`config.mk`:
```
export PLATFORM = sky130hd
export DESIGN_NAME = dpram_subsystem
export DESIGN_NICKNAME = d
export VERILOG_FILES = /design/src/source/dpram_pkg.sv /design/src/source/dpram_core.sv /design/src/source/port_handshake.sv /design/src/source/dpram_subsystem.sv
export SDC_FILE = /design/constraint.sdc
export NUM_CORES = 2
export LEC_CHECK = 0
export BUFFER_PORTS_ARGS = -buffer_cell sky130_fd_sc_hd__buf_2
export CORE_ASPECT_RATIO = 1.2
export CORE_MARGIN = 4
export CORE_UTILIZATION = 45
export CTS_CLUSTER_DIAMETER = 120
export CTS_CLUSTER_SIZE = 28
export DETAILED_ROUTE_END_ITERATION = 8
export PLACE_DENSITY = 0.69
export SLEW_MARGIN = 20
export SYNTH_ARGS = -nofsm -noshare
export SYNTH_HDL_FRONTEND = slang
export SYNTH_SLANG_ARGS = --single-unit
```
`constraint.sdc`:
```
create_clock -name clk -period 2.8 [get_ports clk]
set_input_delay 0.28 -clock clk [delete_from_list [all_inputs] [get_ports clk]]
set_output_delay 0.28 -clock clk [all_outputs]
set_load 0.05 [all_outputs]
```
`src/source/dpram_pkg.sv`:
```
// Scratch memory widths, pipeline depth, opcode and state enums, request and response structs
package dpram_pkg;

    // Word and address sizes
    localparam int data_width = 16;
    localparam int addr_width = 6;
    localparam int mem_depth  = 1 << addr_width;

    // Cycles from op_valid to rd_valid through the core
    localparam int pipe_depth = 3;

    // Memory operation
    typedef enum logic {
        op_read  = 1'b0,
        op_write = 1'b1
    } mem_op_e;

    // One request as carried on a client port and into the core
    typedef struct packed {
        mem_op_e               op;
        logic [addr_width-1:0] addr;
        logic [data_width-1:0] wdata;
    } mem_req_t;

    // Read data, also returned for writes
    typedef struct packed {
        logic [data_width-1:0] rdata;
    } mem_rsp_t;

    // Four-phase adapter states
    typedef enum logic [1:0] {
        st_idle  = 2'd0,
        st_issue = 2'd1,
        st_wait  = 2'd2,
        st_ack   = 2'd3
    } hs_state_e;

endpackage

```
`src/source/dpram_core.sv`:
```
// Three-stage pipelined true dual-port RAM with port A write priority and write-first reads
`timescale 1ns/1ps

module dpram_core (
    input  logic                clk,
    input  logic                rst_n,
    input  logic                op_valid_a,
    input  logic                op_valid_b,
    input  dpram_pkg::mem_req_t op_a,
    input  dpram_pkg::mem_req_t op_b,
    output logic                rd_valid_a,
    output logic                rd_valid_b,
    output dpram_pkg::mem_rsp_t rd_a,
    output dpram_pkg::mem_rsp_t rd_b
);

    import dpram_pkg::*;

    // Storage array
    logic [data_width-1:0] mem [mem_depth];

    // Stage 1 operation registers
    logic     s1_valid_a;
    logic     s1_valid_b;
    mem_req_t s1_op_a;
    mem_req_t s1_op_b;

    // Write decode and forwarded read data in stage 1
    logic                  wr_a;
    logic                  wr_b;
    logic                  wr_b_eff;
    logic                  same_addr;
    logic [data_width-1:0] fwd_a;
    logic [data_width-1:0] fwd_b;

    // Stage 2 read registers
    logic     s2_valid_a;
    logic     s2_valid_b;
    mem_rsp_t s2_rd_a;
    mem_rsp_t s2_rd_b;

    // Stage 1 capture
    always_ff @(posedge clk or negedge rst_n) begin
        if (!rst_n) begin
            s1_valid_a <= 1'b0;
            s1_valid_b <= 1'b0;
        end else begin
            s1_valid_a <= op_valid_a;
            s1_valid_b <= op_valid_b;
        end
    end

    always_ff @(posedge clk) begin
        s1_op_a <= op_a;
        s1_op_b <= op_b;
    end

    assign same_addr = (s1_op_a.addr == s1_op_b.addr);
    assign wr_a      = s1_valid_a && (s1_op_a.op == op_write);
    assign wr_b      = s1_valid_b && (s1_op_b.op == op_write);

    // Port B loses a same-address write collision
    assign wr_b_eff  = wr_b && !(wr_a && same_addr);

    // Write-first view of the array as seen by each port
    always_comb begin
        if (wr_a) begin
            fwd_a = s1_op_a.wdata;
        end else if (wr_b_eff && same_addr) begin
            fwd_a = s1_op_b.wdata;
        end else begin
            fwd_a = mem[s1_op_a.addr];
        end
    end

    always_comb begin
        if (wr_a && same_addr) begin
            fwd_b = s1_op_a.wdata;
        end else if (wr_b) begin
            fwd_b = s1_op_b.wdata;
        end else begin
            fwd_b = mem[s1_op_b.addr];
        end
    end

    // Array update at the end of stage 1
    always_ff @(posedge clk) begin
        if (wr_a) begin
            mem[s1_op_a.addr] <= s1_op_a.wdata;
        end
        if (wr_b_eff) begin
            mem[s1_op_b.addr] <= s1_op_b.wdata;
        end
    end

    // Stage 2
    always_ff @(posedge clk or negedge rst_n) begin
        if (!rst_n) begin
            s2_valid_a <= 1'b0;
            s2_valid_b <= 1'b0;
        end else begin
            s2_valid_a <= s1_valid_a;
            s2_valid_b <= s1_valid_b;
        end
    end

    always_ff @(posedge clk) begin
        s2_rd_a.rdata <= fwd_a;
        s2_rd_b.rdata <= fwd_b;
    end

    // Stage 3 output registers
    always_ff @(posedge clk or negedge rst_n) begin
        if (!rst_n) begin
            rd_valid_a <= 1'b0;
            rd_valid_b <= 1'b0;
        end else begin
            rd_valid_a <= s2_valid_a;
            rd_valid_b <= s2_valid_b;
        end
    end

    always_ff @(posedge clk) begin
        rd_a <= s2_rd_a;
        rd_b <= s2_rd_b;
    end

    // Issue side must be clean once out of reset
    a_op_valid_known: assert property (
        @(posedge clk) disable iff (!rst_n)
        !$isunknown(op_valid_a) && !$isunknown(op_valid_b)
    ) else $error("op_valid is X after reset");

    // Fixed latency per port in both directions
    a_latency_a: assert property (
        @(posedge clk) disable iff (!rst_n)
        op_valid_a |-> ##pipe_depth rd_valid_a
    ) else $error("port A result missing after pipe_depth cycles");

    a_origin_a: assert property (
        @(posedge clk) disable iff (!rst_n)
        rd_valid_a |-> $past(op_valid_a, pipe_depth)
    ) else $error("port A result without an operation");

    a_latency_b: assert property (
        @(posedge clk) disable iff (!rst_n)
        op_valid_b |-> ##pipe_depth rd_valid_b
    ) else $error("port B result missing after pipe_depth cycles");

    a_origin_b: assert property (
        @(posedge clk) disable iff (!rst_n)
        rd_valid_b |-> $past(op_valid_b, pipe_depth)
    ) else $error("port B result without an operation");

endmodule

```
`src/source/port_handshake.sv`:
```
// Four-phase req/ack adapter issuing one RAM operation per client transaction
`timescale 1ns/1ps

module port_handshake (
    input  logic                clk,
    input  logic                rst_n,
    input  logic                req,
    input  dpram_pkg::mem_req_t cmd,
    output logic                ack,
    output dpram_pkg::mem_rsp_t rsp,
    output logic                op_valid,
    output dpram_pkg::mem_req_t op,
    input  logic                rd_valid,
    input  dpram_pkg::mem_rsp_t rd
);

    import dpram_pkg::*;

    hs_state_e state;
    hs_state_e state_nxt;

    // Captured request and returned result
    mem_req_t cmd_q;
    mem_rsp_t rsp_q;

    always_ff @(posedge clk or negedge rst_n) begin
        if (!rst_n) begin
            state <= st_idle;
        end else begin
            state <= state_nxt;
        end
    end

    always_comb begin
        state_nxt = state;
        case (state)
            st_idle: begin
                if (req) begin
                    state_nxt = st_issue;
                end
            end
            // Single operation goes out here
            st_issue: begin
                state_nxt = st_wait;
            end
            st_wait: begin
                if (rd_valid) begin
                    state_nxt = st_ack;
                end
            end
            // Hold ack until the client lets go of req
            st_ack: begin
                if (!req) begin
                    state_nxt = st_idle;
                end
            end
            default: begin
                state_nxt = st_idle;
            end
        endcase
    end

    // Client holds cmd stable while req is high
    always_ff @(posedge clk) begin
        if (state == st_idle && req) begin
            cmd_q <= cmd;
        end
    end

    always_ff @(posedge clk) begin
        if (state == st_wait && rd_valid) begin
            rsp_q <= rd;
        end
    end

    assign op_valid = (state == st_issue);
    assign op       = cmd_q;
    assign ack      = (state == st_ack);
    assign rsp      = rsp_q;

    // Ack only answers a live request
    a_ack_needs_req: assert property (
        @(posedge clk) disable iff (!rst_n)
        $rose(ack) |-> req
    ) else $error("ack raised without req");

    // Core result only while this port waits for one
    a_rd_in_wait: assert property (
        @(posedge clk) disable iff (!rst_n)
        rd_valid |-> state == st_wait
    ) else $error("rd_valid outside st_wait");

endmodule

```
`src/source/dpram_subsystem.sv`:
```
// Shared scratch memory top level with two req/ack client ports around the RAM core
`timescale 1ns/1ps

module dpram_subsystem (
    input  logic                clk,
    input  logic                rst_n,
    input  logic                req_a,
    input  dpram_pkg::mem_req_t cmd_a,
    output logic                ack_a,
    output dpram_pkg::mem_rsp_t rsp_a,
    input  logic                req_b,
    input  dpram_pkg::mem_req_t cmd_b,
    output logic                ack_b,
    output dpram_pkg::mem_rsp_t rsp_b
);

    import dpram_pkg::*;

    // Adapter to core, one set per port
    logic     op_valid_a;
    logic     op_valid_b;
    mem_req_t op_a;
    mem_req_t op_b;
    logic     rd_valid_a;
    logic     rd_valid_b;
    mem_rsp_t rd_a;
    mem_rsp_t rd_b;

    port_handshake u_port_a (
        .clk      (clk),
        .rst_n    (rst_n),
        .req      (req_a),
        .cmd      (cmd_a),
        .ack      (ack_a),
        .rsp      (rsp_a),
        .op_valid (op_valid_a),
        .op       (op_a),
        .rd_valid (rd_valid_a),
        .rd       (rd_a)
    );

    port_handshake u_port_b (
        .clk      (clk),
        .rst_n    (rst_n),
        .req      (req_b),
        .cmd      (cmd_b),
        .ack      (ack_b),
        .rsp      (rsp_b),
        .op_valid (op_valid_b),
        .op       (op_b),
        .rd_valid (rd_valid_b),
        .rd       (rd_b)
    );

    dpram_core u_core (
        .clk        (clk),
        .rst_n      (rst_n),
        .op_valid_a (op_valid_a),
        .op_valid_b (op_valid_b),
        .op_a       (op_a),
        .op_b       (op_b),
        .rd_valid_a (rd_valid_a),
        .rd_valid_b (rd_valid_b),
        .rd_a       (rd_a),
        .rd_b       (rd_b)
    );

endmodule

```
==> results.txt <==
post-route ant nets: 0
critical path class: reg2reg
Crit path required time: 3.38 ns
post-layout power: 46.7 mW
Critical Path End Type: flip-flop
critical-path cell list: buf_4 > inv_2 > buf_4 > a221oi_1 > o22ai_2 > buf_4 > nand2_1 > o211a_1 > a221oi_2
Peak VDD IR: 0.535 mV
final net count: 4807
Slew @ Worst Pin: 1.07 ns
vias in the first global route: 45700
Final Util: 0.535
core area: 147000 µm²
top cells by area, synth: edfxtp_1 49%, mux2_2 19%, mux4_2 13%, dfxtp_1 3.0%, mux2i_1 1.9%
Max Fclk: 0.340 GHz
max incr delay on CP: 0.50 ns
max_cap viols: 0
Slew Limit Fails: 0
Unique masters post-synth: 70
# IOs: 84
Critical Path Fanout Max: 13
Seq/Total Area, Yosys: 0.528
CTS Buffer Depth: 3
post-synthesis cell count: 4375
EDFF count, synth: 1102
htree depth: 2
crit share post-route: 1.05
total vias in the final route: 47600
worst hold-check path type: in2reg
Yosys reg bits: 1212
Post-Place Setup Slack: -0.620 ns
DR iter-0 viols: 8129
post-synth top area cell: edfxtp_1
met3 wire len: 35.1 mm
Async SR Flop Fraction: 0.00825
Pre-Repair DR Iteration Count: 7
status: complete, but fails checks
fin crit period: 2.94 ns
Mapped Area: 67000 µm²
initial core utilization: 0.454
routed length on met2: 119 mm
Synthesized Nets: 4433
GP Congestion: 1.05
final wirelength: 269 mm
failing checks: negative setup slack
CP max stage cell: inv_2
pwr/cell area: 592 nW/µm²
Avg Cell Area, Syn: 15.3 µm²
most frequent cell after synthesis: mux2_2
Final Worst Setup Slack: -0.143 ns
Via density: 7.06
worst endpoint data arrival time: 3.52 ns
Hold Vio Cnt, Final: 0
initial antenna violation count: 20
Startpoint Class: flip-flop
Final setup viols: 7
CTS Buf Count: 49
PortBufs: 83
routed len/inst: 39.8 µm
Rows: 154
fraction of layout cells with a size suffix above 1: 0.548
die width: 360 µm
largest net degree at the start of global routing: 66
Most used DFF post-synth: edfxtp_1
HPWL Detailed: 185 mm
DRC violations left: 0
Fin Clk Skew: 0.0491 ns
most numerous cell on the critical path: buf_4
Skew-Pair Late Insertion Delay: 0.73 ns
DRT met1 WL: 92.0 mm
DR top layer: met5
Die Height: 431 µm
first-pass GRT wire length: 368 mm
GRT overflow: 0
fillers: 11900
CTS tree: built
yosys warns: 0
Commonest cells post-synth: 1124 x mux2_2, 1102 x edfxtp_1, 390 x mux4_2
P_leak: 26.5 nW
All-Layer GR Usage: 0.335
die area: 155000 µm²
Area growth, synth to finish: 17.8%
post-synth top area share: 0.494
Worst slew margin: 0.290
root buffer cell: clkbuf_16
RSZ-0062 raised after global routing: true
Clock Pin Slew Worst Setup and Hold Paths: 0.10 ns
clk sink count: 1212
[layer usage]
metal | track usage | vias up
met1 | 0.419 | 24400
li1 | - | 18300
met5 | 0 | -
met4 | 0.219 | 12
met3 | 0.100 | 954
met2 | 0.506 | 3938
[power by group]
part / internal (mW) / switching [mW]
combinational: 6.38 / 8.64
clock: 3.60 / 5.92
sequential: 21.1 / 1.06
[placed cells by master, fill, tap and decap left out, types with 17 or more instances in the layout]
cell type	synthesis	final
o21bai_2	0	50
buf_12	0	240
dfxtp_1	100	60
dfxtp_2	0	33
dlygate4sd3_1	0	50
nor2b_1	23	17
buf_4	58	470
a221oi_1	69	66
mux2_2	1124	1124
nand2_1	96	96
buf_2	128	83
clkbuf_1	324	38
mux2i_1	126	125
a22o_1	27	27
edfxtp_1	1102	1102
a31oi_1	27	25
o21ai_0	92	73
nor3_2	40	36
o22ai_1	52	49
nand3_1	37	37
nor2_1	72	68
mux4_2	390	390
a221o_1	33	33
a21oi_1	73	67
clkbuf_16	0	57
a22oi_1	66	62
[worst max-delay path, delay by kind of cell (launching register included)]
family	cells	cell delay, ns
buffers and inverters	4	1.22
DFF	1	0.44
and+or+nand+nor	1	0.10
AOI/OAI and AO/OA	4	1.06
[per-stage QoR]
step           hold slack, ns  cell area, µm²  std cells  setup TNS [ns]
4_1_cts                 0.233           78100       6694               0
3_5_place_dp            0.148           75800       6537          -21.17
5_1_grt                 0.262           78800       6740          -0.119
6_report                0.277           78900       6750          -0.316
3_3_place_gp            0.142           75800       6537           -4.14
2_1_floorplan         -0.0156           67000       4375           -4.58
[timing repair]
| item | CTS | global route |
|---|---|---|
| pin swaps | 7 | 10 |
| buffers inserted | 14 | 40 |
| hold buffers | 50 | 0 |
| resized for setup | 42 | 43 |
| cloned | 1 | 6 |
| setup endpoints to repair | 682 | 345 |
| endpoints found under the hold margin | 58 | 0 |
[flip-flops by register name, indices dropped and copies added, names as in the netlist, named ones only]
signal             count
u_port_b.rsp          16
u_port_a.state         2
u_core.rd_b           16
u_core.s2_rd_b        16
u_core.rd_valid_a      1
u_core.rd_a           16
u_core.s2_valid_b      1
u_port_a.rsp          16
u_core.s2_valid_a      1
u_core.s1_op_a        23
u_core.s1_valid_b      1
u_port_b.op           23
u_core.mem          1024
u_core.s1_valid_a      1
u_core.rd_valid_b      1
u_port_a.op           23
u_core.s1_op_b        23
u_port_b.state         2
[worst paths after layout]
kind	cells past startpoint	from	slack, ns	to
worst max-delay path	9	u_core.s1_op_b[17]	-0.14	u_core.s2_rd_b[6]
worst min-delay path	2	cmd_a[11]	0.28	u_port_a.op[11]
worst max register to register	9	u_core.s1_op_b[17]	-0.14	u_core.s2_rd_b[6]
worst min register to register	0	u_core.s2_rd_b[0]	0.34	u_core.rd_b[0]
max in group asynchronous	3	rst_n	1.91	u_core.rd_valid_a
min in group asynchronous	3	rst_n	0.57	u_core.s2_valid_b
[logic make-up (layout without fill, tap and decap cells)]
group,count (synthesis),count (layout),synth area share
muxes,1641,1641,0.339
and+or+nand+nor,384,384,0.0333
other,0,10,0
buffers and inverters,554,969,0.0370
xor gates and xnor gates,6,6,0.000785
adders and majority gates,8,8,0.00149
DFF,1212,1212,0.528
AOI/OAI and AO/OA,570,570,0.0606
[layout make-up]
| cell class | instances | area (µm²) | share of cell area |
|---|---|---|---|
| antenna | 10 | 25.0 | 0.000317 |
| timing repair buffer | 866 | 9710 | 0.123 |
| clock inverter | 3 | 55.1 | 0.000698 |
| multi-input combinational | 2609 | 29800 | 0.377 |
| clock buffer | 89 | 1420 | 0.0180 |
| sequential | 1212 | 35400 | 0.449 |
| inverter | 11 | 41.3 | 0.000524 |
| tap | 1950 | 2440 | 0.0309 |
(Power assumes the default switching activity.)
